[config.mk]
export PLATFORM = sky130hd
export DESIGN_NAME = fft_out_seq
export DESIGN_NICKNAME = d
export VERILOG_FILES = /design/src/fft_num_pkg.sv /design/src/fft_out_seq.sv
export SDC_FILE = /design/constraint.sdc
export NUM_CORES = 1
export LEC_CHECK = 0
export BUFFER_PORTS_ARGS = -buffer_cell sky130_fd_sc_hd__clkbuf_2
export CAP_MARGIN = 10
export CELL_PAD_IN_SITES_DETAIL_PLACEMENT = 1
export CELL_PAD_IN_SITES_GLOBAL_PLACEMENT = 2
export CORE_AREA = 2 2 298 300
export DETAILED_ROUTE_END_ITERATION = 8
export DIE_AREA = 0 0 300 302
export PLACE_DENSITY = 0.47
export SYNTH_ARGS = -nofsm -noshare
export SYNTH_HDL_FRONTEND = slang
export SYNTH_SLANG_ARGS = --single-unit
[constraint.sdc]
create_clock -name clk -period 12.3 [get_ports clk]
set_clock_uncertainty 0.1 [all_clocks]
set_input_delay 0.615 -clock clk [delete_from_list [all_inputs] [get_ports clk]]
set_output_delay 0.615 -clock clk [all_outputs]
set_load 0.01 [all_outputs]
[src/fft_num_pkg.sv]
package fft_num_pkg;

    ////////////////////////////////////////////////////////////////////////////
    // transform geometry
    ////////////////////////////////////////////////////////////////////////////

    localparam int n_points = 16;
    localparam int n_stages = 4;
    localparam int n_bfly   = n_points / 2;

    ////////////////////////////////////////////////////////////////////////////
    // number formats
    ////////////////////////////////////////////////////////////////////////////

    // raw input sample, also one part of an output bin
    typedef logic signed [15:0] sample_t;

    // 8 fraction bits, sample lives in [23:8]
    typedef logic signed [31:0] acc_t;

    // 16 fraction bits
    typedef logic signed [31:0] coef_t;

    typedef struct packed {
        acc_t re;
        acc_t im;
    } cplx_t;

    typedef cplx_t [n_points-1:0] block_t;

    typedef sample_t [n_points-1:0] frame_t;

    // natural bin order
    typedef struct packed {
        frame_t re;
        frame_t im;
    } spectrum_t;

    ////////////////////////////////////////////////////////////////////////////
    // twiddles, w^k = cos(2*pi*k/16) - j*sin(2*pi*k/16)
    ////////////////////////////////////////////////////////////////////////////

    localparam coef_t w_re [0:7] = '{
        32'sh00010000, 32'sh0000ec83, 32'sh0000b504, 32'sh000061f7,
        32'sh00000000, 32'shffff9e09, 32'shffff4afc, 32'shffff137d
    };

    localparam coef_t w_im [0:7] = '{
        32'sh00000000, 32'shffff9e09, 32'shffff4afc, 32'shffff137d,
        32'shffff0000, 32'shffff137d, 32'shffff4afc, 32'shffff9e09
    };

endpackage
[src/fft_out_seq.sv]
`timescale 1ns/10ps

module fft_out_seq
    import fft_num_pkg::*;
(
    input  logic      clk,
    input  logic      rst,
    input  spectrum_t spec,
    input  logic      result_valid,
    input  logic      fir_valid,
    output frame_t    fft_d,
    output logic      fft_valid,
    output logic      done
);

    logic imag_sel;
    logic fir_valid_d;
    logic fft_valid_d;
    logic wait_drain;
    logic in_end;
    logic out_end;

    ////////////////////////////////////////////////////////////////////////////
    // frame presentation
    ////////////////////////////////////////////////////////////////////////////

    // real on the result cycle, imaginary right after
    always_ff @(posedge clk or posedge rst) begin
        if (rst) begin
            imag_sel  <= 1'b0;
            fft_valid <= 1'b0;
        end else begin
            imag_sel  <= result_valid;
            fft_valid <= result_valid | imag_sel;
        end
    end

    always_ff @(posedge clk) begin
        if (result_valid || imag_sel) begin
            fft_d <= imag_sel ? spec.im : spec.re;
        end
    end

    ////////////////////////////////////////////////////////////////////////////
    // end of stream
    ////////////////////////////////////////////////////////////////////////////

    assign in_end  = fir_valid_d & ~fir_valid;
    assign out_end = fft_valid_d & ~fft_valid;

    always_ff @(posedge clk or posedge rst) begin
        if (rst) begin
            fir_valid_d <= 1'b0;
            fft_valid_d <= 1'b0;
            wait_drain  <= 1'b0;
            done        <= 1'b0;
        end else begin
            fir_valid_d <= fir_valid;
            fft_valid_d <= fft_valid;
            done        <= wait_drain & out_end & ~fir_valid;
            // input resuming means the stream is still going
            if (fir_valid || (wait_drain && out_end)) begin
                wait_drain <= 1'b0;
            end else if (in_end) begin
                wait_drain <= 1'b1;
            end
        end
    end

endmodule

==> reports/metrics.csv <==
stage,metric,value,unit
run_status,status,"finished, final reports clean",
clocking,H-tree depth,2,
clocking,CTS root buffer,clkbuf_16,
floorplanning,Die X,300,um
yosys,ranking of synthesized cells by area,"edfxtp_1 (64%), mux2_4 (29%), mux2_2 (2.5%)",
clocking,clk buf depth,3,
critical_path,Crit Path Class,register to register,
route,DR vias,8165,
timing,Final Max Slew Viols,0,
route,DR vias/cell,3.23,
floorplanning,Starting Density,13.7,%
critical_path,Slowest Stage Delay on Critical Path,1030,ps
critical_path,r2r startpoint,imag_sel$_DFF_PP0_,
place,I/O Buffers,773,
power_and_ir_drop,maximum VDD drop,0.0000658,V
yosys,sequential area share after synthesis,65.4,%
layout,NumNets Final,1859,
yosys,"Net Count, Synth",1069,
global_route,initial antenna violation count,0,
critical_path,critical path peak fanout,70,
yosys,Synth Flop Type,edfxtp_1,
timing,period utilization,35.2,%
place,Placed Cells,2470,
clocking,Skew-Pair Late Insertion Delay,540,ps
yosys,Synth Area in Adders,0,%
critical_path,"Max stage delay cell, worst path",dfrtp_4,
timing,hold violation count in the final report,0,
worst_hold_path,HP Class,input pin to register,
layout,# diodes,0,
yosys,Syn Std Cell Area,12000,sq um
layout,final core utilization,20.6,%
yosys,Post-synth top cells,"edfxtp_1 (256), mux2_4 (229), mux2_2 (27), buf_6 (15), buf_8 (11)",
yosys,mean area per synthesized cell,21.7,sq um
yosys,XOR/XNOR share of the synthesized area,0,%
global_route,vias in the first global route,9055,
global_route,largest net degree at the start of global routing,71,
yosys,combinational family with the most area after synthesis,multiplexers,
critical_path,crit path from,imag_sel$_DFF_PP0_,
yosys,Synth top area share,64.2,%
timing,Worst Max-Slew Pin Slew,1070,ps
timing,clock period minus worst slack,4320,ps
global_route,total congestion overflow,0,
yosys,post-synthesis mux area share,31.2,%
route,post-route ant nets,0,
yosys,post-synth cell types,13,
layout,Filler cells,9985,
yosys,"Async S/R FF share, synth",2.29,%
clocking,Post-CTS Setup Inserts,0,
floorplanning,num rows,109,
power_and_ir_drop,Pleak,8.46,nW
timing,setup tns final,0,ps
power_and_ir_drop,pwr/cell area,135,nW/um^2
power_and_ir_drop,Pwr Total,2.44,mW
layout,layout cells sized above 1,79.7,%
layout,final std cells w/o fill,2528,
route,length of the first detailed-routing pass in iterations,4,
global_route,overall routing resource usage,9.33,%
critical_path,critical path cell sequence,or2_4 -> buf_4 -> buf_4 -> buf_4,
yosys,most frequent cell after synthesis,edfxtp_1,
yosys,most area-hungry cell type in the Yosys netlist,edfxtp_1,
critical_path,startpoint types,register,
route,Initial DRC Count,197,
yosys,Compound-Gate Fraction of Synth Area,0.0731,%
clocking,PostCTS Resize Cnt,0,
route,Routed wire per std cell,17.9,um
critical_path,cell mode on critical path,buf_4,
clocking,# hold bufs at CTS,1,
clocking,CTS clock-pin slew for the worst setup and hold paths,50,ps
place,routability cong.,0.766,
yosys,synthesized flop and latch total,262,
floorplanning,total die area,90600,sq um
worst_hold_path,hold path start,result_valid,
critical_path,Worst Setup End Kind,register,
route,DRC Markers,0,
timing,final setup violation count,0,
yosys,Post-Syn Instances,553,
yosys,"Warnings, synthesis",0,
clocking,TritonCTS Sinks,262,
clocking,total CTS buffers,35,
yosys,simple-gate share of the synthesized area,0.167,%
place,post-detail-place hpwl,36500,um
global_route,first-pass GRT wire length,61900,um
critical_path,required time worst endpoint,12350,ps
timing,unrepaired setup endpoints after global routing,no,
clocking,CTS tree,done,
route,DRT Wirelength,45200,um
timing,max_slew headroom,28.5,%
layout,Layout area overhead,50.9,%
timing,fmax,231,MHz
floorplanning,I/O Pins,774,
run,Max-Cap Viols,0,
critical_path,crit path DAT,4380,ps
yosys,Post-synth EDFFs,256,
floorplanning,core area,87600,sq um
floorplanning,Die Height,302,um
==> report_power, final <==
group          total (mW)  internal (mW)  switching, mW
clock network       0.973          0.571          0.402
logic               0.365          0.201          0.164
registers            1.10           1.07         0.0286
==> worst max-delay path: cells and delay by family (launching register included) <==
family                 cells  cell delay (ps)
buffers and inverters      3             2290
flip-flops                 1             1030
AND/OR/NAND/NOR            1              250
==> final cells by class <==
cell class                      instances  area, sq um  area share [%]
Sequential cell                       262         7840            43.4
Timing Repair Buffer                  782         3940            21.8
Multi-Input combinational cell        260         3770            20.9
Tap cell                             1165         1460            8.06
Clock buffer                           46          967            5.35
Clock inverter                         11         88.8           0.491
Inverter                                2         7.51          0.0415
==> metal layers <==
layer  vias to the layer above  track usage, %  wire (um)
met1                      3893            9.21      15500
li1                       3759               -          -
met2                       467            17.4      23800
met5                         -               0          0
met3                        46            4.36       5010
met4                         0            2.49        894
==> sequential cells by signal, summed over array words and instances, names as in the netlist <==
signal,cells
wait_drain,1
fir_valid_d,1
fft_d,256
fft_valid,1
imag_sel,1
fft_valid_d,1
done,1
==> worst paths after layout <==
kind	endpoint	cells after the start	slack, ps
max in group asynchronous	imag_sel$_DFF_PP0_	3	11380
max	fft_d[102]$_DFFE_PP_	4	7980
min reg2reg	fft_valid_d$_DFF_PP0_	0	340
max reg2reg	fft_d[102]$_DFFE_PP_	4	7980
min	imag_sel$_DFF_PP0_	1	110
min in group asynchronous	imag_sel$_DFF_PP0_	3	450
==> layout by cell type, fill, tap and decap left out <==
cell type,n
clkbuf_8,5
clkinv_2,2
inv_6,3
clkinvlp_4,1
bufinv_16,1
mux2_4,229
clkbuf_2,773
nor2_1,1
edfxtp_1,256
a311oi_1,1
mux2_2,27
clkinv_1,4
clkbuf_1,6
clkbuf_16,35
inv_1,2
nor4bb_1,1
dlygate4sd3_1,1
dfrtp_4,1
buf_4,8
dfrtp_1,5
or2_4,1
==> cells by family (layout without fill, tap and decap cells) <==
family / Yosys count / in the layout
AO/OA/AOI/OAI: 1 / 1
AND/OR/NAND/NOR: 3 / 3
multiplexers: 256 / 256
buffers and inverters: 31 / 841
flip-flops: 262 / 262
==> per-stage QoR <==
step | setup WS [ps] | hold slack, ps | instance area [sq um]
2_1_floorplan | 7830 | 306 | 12000
3_3_place_gp | 7950 | 318 | 17000
3_5_place_dp | 7870 | 335 | 17000
4_1_cts | 7850 | 62.3 | 18100
5_1_grt | 7630 | 66.6 | 18100
6_report | 7980 | 112 | 18100
No activity file was read; power rests on OpenSTA's default activity.
