### config.mk
export PLATFORM = sky130hd
export DESIGN_NAME = fft_sample_collector
export DESIGN_NICKNAME = d
export VERILOG_FILES = /design/src/fft_num_pkg.sv /design/src/fft_sample_collector.sv
export SDC_FILE = /design/constraint.sdc
export NUM_CORES = 1
export LEC_CHECK = 0
export BUFFER_PORTS_ARGS = -buffer_cell sky130_fd_sc_hd__buf_2
export CAP_MARGIN = 30
export CORE_AREA = 3 3 401 403
export CTS_CLUSTER_DIAMETER = 80
export DETAILED_ROUTE_END_ITERATION = 16
export DIE_AREA = 0 0 404 406
export GPL_ROUTABILITY_DRIVEN = 1
export PLACE_DENSITY_LB_ADDON = 0.15
export SYNTH_ARGS = -nofsm -noshare
export SYNTH_HDL_FRONTEND = slang
export SYNTH_SLANG_ARGS = --single-unit
### constraint.sdc
create_clock -name clk -period 1.95 [get_ports clk]
set_input_delay 0.2925 -clock clk [delete_from_list [all_inputs] [get_ports clk]]
set_output_delay 0.2925 -clock clk [all_outputs]
set_load 0.01 [all_outputs]
### src/fft_num_pkg.sv
package fft_num_pkg;

    ////////////////////////////////////////////////////////////////////////////
    // transform geometry
    ////////////////////////////////////////////////////////////////////////////

    localparam int n_points = 16;
    localparam int n_stages = 4;
    localparam int n_bfly   = n_points / 2;

    ////////////////////////////////////////////////////////////////////////////
    // number formats
    ////////////////////////////////////////////////////////////////////////////

    // raw input sample, also one part of an output bin
    typedef logic signed [15:0] sample_t;

    // 8 fraction bits, sample lives in [23:8]
    typedef logic signed [31:0] acc_t;

    // 16 fraction bits
    typedef logic signed [31:0] coef_t;

    typedef struct packed {
        acc_t re;
        acc_t im;
    } cplx_t;

    typedef cplx_t [n_points-1:0] block_t;

    typedef sample_t [n_points-1:0] frame_t;

    // natural bin order
    typedef struct packed {
        frame_t re;
        frame_t im;
    } spectrum_t;

    ////////////////////////////////////////////////////////////////////////////
    // twiddles, w^k = cos(2*pi*k/16) - j*sin(2*pi*k/16)
    ////////////////////////////////////////////////////////////////////////////

    localparam coef_t w_re [0:7] = '{
        32'sh00010000, 32'sh0000ec83, 32'sh0000b504, 32'sh000061f7,
        32'sh00000000, 32'shffff9e09, 32'shffff4afc, 32'shffff137d
    };

    localparam coef_t w_im [0:7] = '{
        32'sh00000000, 32'shffff9e09, 32'shffff4afc, 32'shffff137d,
        32'shffff0000, 32'shffff137d, 32'shffff4afc, 32'shffff9e09
    };

endpackage
### src/fft_sample_collector.sv
`timescale 1ns/10ps

module fft_sample_collector
    import fft_num_pkg::*;
(
    input  logic    clk,
    input  logic    rst,
    input  sample_t fir_d,
    input  logic    fir_valid,
    output block_t  block,
    output logic    frame_ready
);

    logic [3:0] cnt;
    acc_t       widened;

    // sign extend, sample in the middle, 8 fraction bits
    assign widened = {{8{fir_d[15]}}, fir_d, 8'd0};

    always_ff @(posedge clk or posedge rst) begin
        if (rst) begin
            cnt         <= 4'd0;
            frame_ready <= 1'b0;
        end else if (fir_valid) begin
            frame_ready <= (cnt == 4'(n_points - 1));
            // wraps to zero after the last entry
            cnt         <= cnt + 4'd1;
        end else begin
            frame_ready <= 1'b0;
        end
    end

    // real input only
    always_ff @(posedge clk) begin
        if (fir_valid) begin
            block[cnt] <= '{re: widened, im: '0};
        end
    end

endmodule

==> impl_summary.md, run 1 <==
STA
The number of endpoints with negative hold slack in the final report is 0. The setup violation total in the final timing report is 0. The largest clock skew in the final design is ~15 ps. Across all hold checks on the routed design, the worst slack comes to about 190 ps. The worst slew margin relative to its limit is 0.538. The peak clock frequency supported by timing is about 550 MHz.

The clock period minus worst slack is 1810 ps. The accumulated negative setup slack is 0 ps. Setup repair after global routing left no endpoint under its margin. The number of pins exceeding their max-slew limit in the final report was 0. At the pin with the least slew margin, the transition time is between 600 and 700 ps.

Of the available clock period, the critical path in the final layout requires 0.928.

Power
The switching power summed over all nets is 4610 uW. The share of total power dissipated in sequential elements is 0.475. Of the total power, the share spent switching nets is 0.311.

For this design the ratio of total power to cell area is ~900 nW/um2. Internal power comes to approximately 10000 uW. The analysis attributes to cell leakage a power of 0.00672 uW. The portion of total power attributed to the clock network is 0.363. The relative contribution of combinational cells to total power is 0.162. IR analysis of the VDD net gives a maximum drop of between 0.5 and 0.6 mV.

Clock network
The clock root buffer is sky130_fd_sc_hd__clkbuf_16. The post-CTS setup buffer count is 0. After clock tree synthesis, the clock-pin slew on the worst setup and hold paths is roughly 70 ps. The longest clock path from root to sink contains 3 buffers. Counting the buffers created by CTS gives 30. The number of gates resized after cts is 0. CTS saw around 260 sinks.

The count of H-tree levels built during CTS is 1. TritonCTS built the clock tree. The clock latency of the later-clocked register in the worst-skew pair is ~580 ps.

Global routing
The number of global-route vias before repair came to ~5900. The first global-routing pass estimated approximately 56 mm of wire. The number of antenna violations at the first check in global routing came to 14. The overall track demand over capacity in global routing is 0.0504.

Entering global routing, the biggest net connects 17 pins. The total congestion overflow after global routing is 0.

Setup path
The maximum fanout along the worst path is 9. The critical path start-end classification is flip-flop to output pin. STA puts the critical path data required time at 1660 ps. At the worst endpoint, the arrival time is 1520 ps.

STA classifies the critical path startpoint as a flip-flop. The peak per-stage delay on the critical path is ~700 ps. The cell family contributing the most delay on the critical path is flip-flops.

Counting both buffers and inverters, the worst setup path holds a total of 1. The critical-path cell with the highest stage delay is sky130_fd_sc_hd__edfxtp_1. The critical path goes through buf_2. The sort of element at the end of the critical path is an output pin.

Drt
In the final routed layout, each cell accounts on average for 13.4 um. The ratio of routed vias to standard cells is roughly 1.9. The count of nets left with antenna violations after detail routing is 0. After detailed routing, the number of remaining DRC violations is 0. For this block, the routed nets add up to 46.5 mm of wire. The final route contains about 6500 vias. The total iterations of the first detailed-routing run is 4. For this block, the initial DRC count from the detailed router was 226.

Synthesis
The share of the Yosys chip area taken by registers is 0.565. The top-area cell type share of the netlist area is 0.556. After technology mapping, the gate count stands at between 1000 and 1500.

The area of the mapped netlist is 13800 um2. Averaged over all synthesized cells, the footprint is about 13 um2. The count of synthesis-stage warnings from yosys is 0. The unique cell type count in the Yosys netlist is 16. Sorting the synthesized cells by area gives the leading types as sky130_fd_sc_hd__edfxtp_1, sky130_fd_sc_hd__buf_4, sky130_fd_sc_hd__dfrtp_1. The synthesized design contains about 260 register bits.

The cell type with the largest total area after synthesis is sky130_fd_sc_hd__edfxtp_1.

Die
Measured along the y axis, the die boundary spans 406 um. From left edge to right edge, the die measures between 400 and 500 um. The standard-cell row count is approximately 150.

between 1000 and 1500 I/O pins were placed. The core outline area is about 160000 um2. The area of the die is around 160000 um2. For this configuration, the core starts out at a cell density of 0.0877.

Hold path
In this run the worst hold path is classified as input port to flip-flop.

Placement
Buffers placed on the I/O ports in this run total just over 400. After legalization and detailed placement, the total HPWL measured roughly 37 mm. The number of placed cells counting well taps is 3426. At the end of routability-driven placement, the weighted congestion stood at ~0.71.

Cells and area
Across the whole layout, storage elements account for ~7800 um2. Measured on the finished design, the core utilization comes to 0.103. The area of combinational cells with multiple inputs is between 2000 and 3000 um2. The number of fill cells in the layout is around 18000. After the flow finishes, the layout carries non-filler instances totaling around 3500.

In the final layout, the share of cells above drive strength 1 is 0.330. The final-stage net count is ~1400. The area growth from synthesis to layout is 17.0%.

Job
The number of violations of the max-capacitance limit is 0.

Status
The flow ran to the end, and the final reports show no timing, DRC or antenna violations.
[final timing paths]
path,from,end,slack [ps],cells past startpoint
min in group asynchronous,rst,frame_ready,200,3
hold reg to reg,cnt[0],cnt[0],570,1
hold / removal,fir_d[11],block[563],190,1
setup reg to reg,cnt[0],block[574],320,3
setup / recovery,block[318],block[311],140,1
max in group asynchronous,rst,cnt[0],1580,3
[cell usage in the layout (no fill, tap or decap)]
master	n
sky130_fd_sc_hd__inv_8	1
sky130_fd_sc_hd__clkinvlp_4	2
sky130_fd_sc_hd__clkinv_4	2
sky130_fd_sc_hd__conb_1	640
sky130_fd_sc_hd__dfrtp_1	5
sky130_fd_sc_hd__and3_1	1
sky130_fd_sc_hd__and2_1	14
sky130_fd_sc_hd__xnor2_1	2
sky130_fd_sc_hd__diode_2	2
sky130_fd_sc_hd__dlygate4sd3_1	2
sky130_fd_sc_hd__nand4_1	1
sky130_fd_sc_hd__clkinv_1	7
sky130_fd_sc_hd__buf_12	4
sky130_fd_sc_hd__clkinv_8	1
sky130_fd_sc_hd__clkbuf_16	31
sky130_fd_sc_hd__ha_1	4
sky130_fd_sc_hd__nand2_1	2
sky130_fd_sc_hd__edfxtp_1	256
sky130_fd_sc_hd__inv_6	2
sky130_fd_sc_hd__clkinv_2	5
sky130_fd_sc_hd__buf_2	403
sky130_fd_sc_hd__clkbuf_1	4
sky130_fd_sc_hd__and3b_1	2
sky130_fd_sc_hd__xor2_1	1
sky130_fd_sc_hd__nor3b_2	1
sky130_fd_sc_hd__inv_1	3
sky130_fd_sc_hd__and2_2	2
sky130_fd_sc_hd__buf_4	12
sky130_fd_sc_hd__o21ai_0	1
[repair_timing]
| item | 4_1_cts | 5_1_grt |
|---|---|---|
| hold buffers | 2 | 0 |
| hold endpoints to repair | 6 | 0 |
| endpoints found under the setup margin | 0 | 0 |
[registers in the layout (all words and copies together), names as in the netlist]
name,cells
block,256
frame_ready,1
cnt,4
[area by class of cell]
class	instances	area share
Sequential cell	261	0.483
Multi-Input combinational cell	671	0.163
Tap cell	2072	0.160
Inverter	3	0.000696
Clock buffer	35	0.0489
Antenna cell	2	0.000309
Clock inverter	20	0.00796
Timing Repair Buffer	421	0.136
[synthesized netlist by cell type]
cell type and n:
sky130_fd_sc_hd__inv_1 3, sky130_fd_sc_hd__nand4_1 1, sky130_fd_sc_hd__dfrtp_1 5, sky130_fd_sc_hd__nand2_1 2
sky130_fd_sc_hd__o21ai_0 1, sky130_fd_sc_hd__buf_6 1, sky130_fd_sc_hd__nor3b_2 1, sky130_fd_sc_hd__xor2_1 1
sky130_fd_sc_hd__ha_1 4, sky130_fd_sc_hd__xnor2_1 2, sky130_fd_sc_hd__edfxtp_1 256, sky130_fd_sc_hd__and3_1 1
sky130_fd_sc_hd__and2_1 16, sky130_fd_sc_hd__and3b_1 2, sky130_fd_sc_hd__conb_1 1, sky130_fd_sc_hd__buf_4 768
[cells by family after synthesis]
kind of cell               Yosys count  synth area share
DFF                                261             0.565
and+or+nand+nor                     23            0.0109
other                                1          0.000271
xor gates and xnor gates             3           0.00190
AOI/OAI and AO/OA                    1          0.000361
buffers and inverters              772             0.418
adders and majority gates            4           0.00362
[through the flow]
stage | worst slack [ps] | total power [uW] | instance area (um2)
final | 140 | 14800 | 16200
after global routing | 48.7 | 15600 | 16200
after CTS | 51.6 | 15100 | 16200
after detailed placement | 264 | 9580 | 15200
after global placement | 293 | 9600 | 15200
after floorplan | 466 | 9440 | 16200
[layer usage]
metal | up-vias | share of wire | track usage
li1 | 2727 | - | -
met1 | 3166 | 0.35 | 0.0549
met2 | 550 | 0.48 | 0.0825
met3 | 42 | 0.15 | 0.0317
met4 | 0 | 0.015 | 0.0111
met5 | - | 0 | 0
[power by group through the flow]
stage	sequential (uW)	clock, uW	combinational (uW)
global route	7100	5830	2650
detailed placement	7170	0	2410
floorplan	7260	0	2180
CTS	7070	5660	2420
finish	7050	5390	2400
global placement	7180	0	2420
Note: power is estimated with default switching activity, not from simulation.
==> run 2, diff against run 1 <==
- CORE_AREA: 3 3 401 403 -> 3 3 406 408
- DIE_AREA: 0 0 404 406 -> 0 0 409 411
==> impl_summary.md, run 2 (synthesized netlist as in run 1, its figures left out) <==
Status
The flow ran to the end, and the final reports show no timing, DRC or antenna violations.

Setup path
The peak per-stage delay on the critical path is between 700 and 800 ps. The critical path start-end classification is flip-flop to output pin. Traced cell by cell, the critical path runs through buf_2.

Data on the critical path arrives at its endpoint at 1530 ps. The critical-path cell with the highest stage delay is sky130_fd_sc_hd__edfxtp_1. The data required time of the critical path is around 1700 ps. The kind of cell with the highest combined delay along the critical path is flip-flops. STA classifies the critical path startpoint as a flip-flop. The register-to-register setup slack is around 400 ps. The number of buffer and inverter instances along the worst setup path is 1. The sort of element at the end of the critical path is an output pin.

The maximum fanout along the worst path is 9.

Cells and area
The repair_antennas step left the layout with diodes totalling 0. The largest registers in the layout are block x256, cnt x4, frame_ready x1. The number of fill cells in the layout is 18600.

The most common library cell in the layout ignoring fill and taps is sky130_fd_sc_hd__conb_1. Counting flops per register, the top entry is block. Compared with the post-synthesis result, the final layout area differs by 18.3%. The number of flip-flops in the largest register is 256.

In the layout the commonest cells are sky130_fd_sc_hd__conb_1, sky130_fd_sc_hd__buf_2, sky130_fd_sc_hd__edfxtp_1. The net count of the finished layout is ~1400. The fraction of layout instances using a drive strength above 1 is 0.330.

STA
Setup repair after global routing left no endpoint under its margin. The largest clock skew in the final design is 6.70 ps. The number of endpoints with negative hold slack in the final report is 0. The transition time of the tightest slew-check pin is approximately 600 ps. The number of pins exceeding their max-slew limit in the final report is 0. The post-route fraction of the period consumed by the critical path is 0.937.

The setup violation total in the final timing report is 0. The worst path needs between 1500 and 2000 ps of the cycle, external delays included. The worst slew margin relative to its limit is 0.592. The accumulated negative setup slack is 0 ps.

Timing would allow up to between 500 and 600 MHz.

Clock network
The clock latency of the later-clocked register in the worst-skew pair is about 570 ps. TritonCTS built the clock tree. The count of H-tree levels built during CTS is 1. TritonCTS created 28 clock buffers. The clock net in this run drives a total of 261 sinks. The number of buffers on the longest clock path is 3. After clock tree synthesis, the clock-pin slew on the worst setup and hold paths is 60 ps.

In this run the clock root is driven by a sky130_fd_sc_hd__clkbuf_16.

Die
The die covers 168000 um2. The floorplan has approximately 150 rows. For this configuration, the core starts out at a cell density of 0.0854. The die is approximately 410 um wide. In this run the count of I/O pins placed on the die edge is around 1000. From bottom edge to top edge, the die measures ~410 um. The core region is 162000 um2.

Drt
In the routed design, unresolved DRC markers number 0. The detail route stage leaves a number of antenna-violating nets equal to 0. The detailed-route wire length is 46.2 mm. The average wire length per cell after detail routing is ~13 um. Using the TritonRoute via totals, the vias-per-cell ratio works out to roughly 1.8.

The first detailed-routing pass ran for 4 iterations. The final route contains ~6400 vias. For this block, the initial DRC count from the detailed router was about 260.

Global routing
The number of antenna violations at the first check in global routing came to 11. The global-route wire length before repair is ~57 mm. The number of global-route vias before repair is between 5000 and 6000. Global routing finished with a remaining overflow of 0.

For this run, the total global-route usage over all layers was measured as 0.0493. Entering global routing, the biggest net connects 18 pins.

Placement
Routability-driven placement finished with a final weighted congestion of roughly 0.65. After legalization and detailed placement, the total HPWL measured around 36 mm. Input and output buffers added on the ports amount to between 400 and 500.

Power
Of the total power, combinational logic draws 0.169. The cell-internal power is 10200 uW. Dividing total power by cell area gives a power density of ~900 nW/um2. The worst vdd rail ir drop is about 0.74 mV.

The leakage power summed over all cells is between 0.006 and 0.007 uW. The share of total power dissipated in the clock network is 0.353. The switching power summed over all nets is 4510 uW. Of the total power, the share spent switching nets is 0.307. Of the total power, registers draw 0.478. Summing internal, switching and leakage power gives ~15000 uW.

Job
The tool flagged a number of max-cap violations equal to 0.

Hold path
The path type of the worst min-delay path is input port to asynchronous set/reset pin.
==> run 2: cell count changes in the layout (fill, tap and decap cells not counted), moves of 2 or more <==
| cell | before | now |
|---|---|---|
| sky130_fd_sc_hd__and2_1 | 14 | 16 |
| sky130_fd_sc_hd__and2_2 | 2 | 0 |
| sky130_fd_sc_hd__buf_12 | 4 | 13 |
| sky130_fd_sc_hd__buf_4 | 12 | 5 |
| sky130_fd_sc_hd__clkbuf_1 | 4 | 1 |
| sky130_fd_sc_hd__clkbuf_16 | 31 | 29 |
| sky130_fd_sc_hd__clkinv_1 | 7 | 5 |
| sky130_fd_sc_hd__clkinv_2 | 5 | 8 |
| sky130_fd_sc_hd__clkinvlp_4 | 2 | 0 |
| sky130_fd_sc_hd__diode_2 | 2 | 0 |
==> run 2: area by class of cell <==
| type | count | area, um2 | area share |
|---|---|---|---|
| Clock buffer | 30 | 729 | 0.0446 |
| Clock inverter | 18 | 124 | 0.00757 |
| Inverter | 3 | 11.3 | 0.000688 |
| Multi-Input combinational cell | 671 | 2630 | 0.161 |
| Sequential cell | 261 | 7810 | 0.477 |
| Tap cell | 2175 | 2720 | 0.166 |
| Timing Repair Buffer | 423 | 2330 | 0.143 |
==> run 2: worst paths after layout <==
| path | end | cells past startpoint | start |
|---|---|---|---|
| worst max-delay path | block[383] | 1 | block[382] |
| worst min-delay path | frame_ready | 3 | rst |
| worst max register to register | block[941] | 4 | cnt[0] |
| worst min register to register | cnt[0] | 1 | cnt[0] |
| max in group asynchronous | cnt[1] | 3 | rst |
| min in group clk | block[52] | 1 | fir_d[12] |
==> run 2: power groups by stage <==
stage / Clock (uW) / Combinational [uW] / Sequential (uW)
2_1_floorplan: 0 / 2180 / 7260
3_3_place_gp: 0 / 2540 / 7190
3_5_place_dp: 0 / 2510 / 7170
4_1_cts: 5470 / 2520 / 7060
5_1_grt: 5650 / 2730 / 7090
6_report: 5200 / 2480 / 7030
==> run 2: timing repair <==
action / CTS / global route
hold endpoints to repair: 7 / 0
resized for setup: 0 / 0
hold buffers: 2 / 0
setup buffers: 1 / 0
endpoints found under the setup margin: 1 / 0
==> run 2: worst register-to-register path, delay by kind of cell, from the launching register on <==
family | cells | cell delay, ps
fa+ha+maj | 1 | 260
buf+inv | 2 | 360
flops | 1 | 440
simple gates | 1 | 170
==> run 2: metal layers <==
metal  GRT usage  vias to the layer above  part of all wire
met4      0.0121                        0             0.019
met5           0                        -                 0
met1      0.0551                     3136              0.36
li1            -                     2723                 -
met2      0.0785                      526              0.46
met3      0.0309                       36              0.16
==> run 2: stage by stage <==
stage	setup slack (ps)	hold WS (ps)	instance area, um2	cells	util
global route	8.33	217	16400	3581	0.101
finish	123	201	16400	3581	0.101
global placement	359	240	15500	3530	0.0955
CTS	29.4	179	16400	3581	0.101
detailed placement	388	238	15500	3530	0.0955
floorplan	466	71.0	16200	1704	-
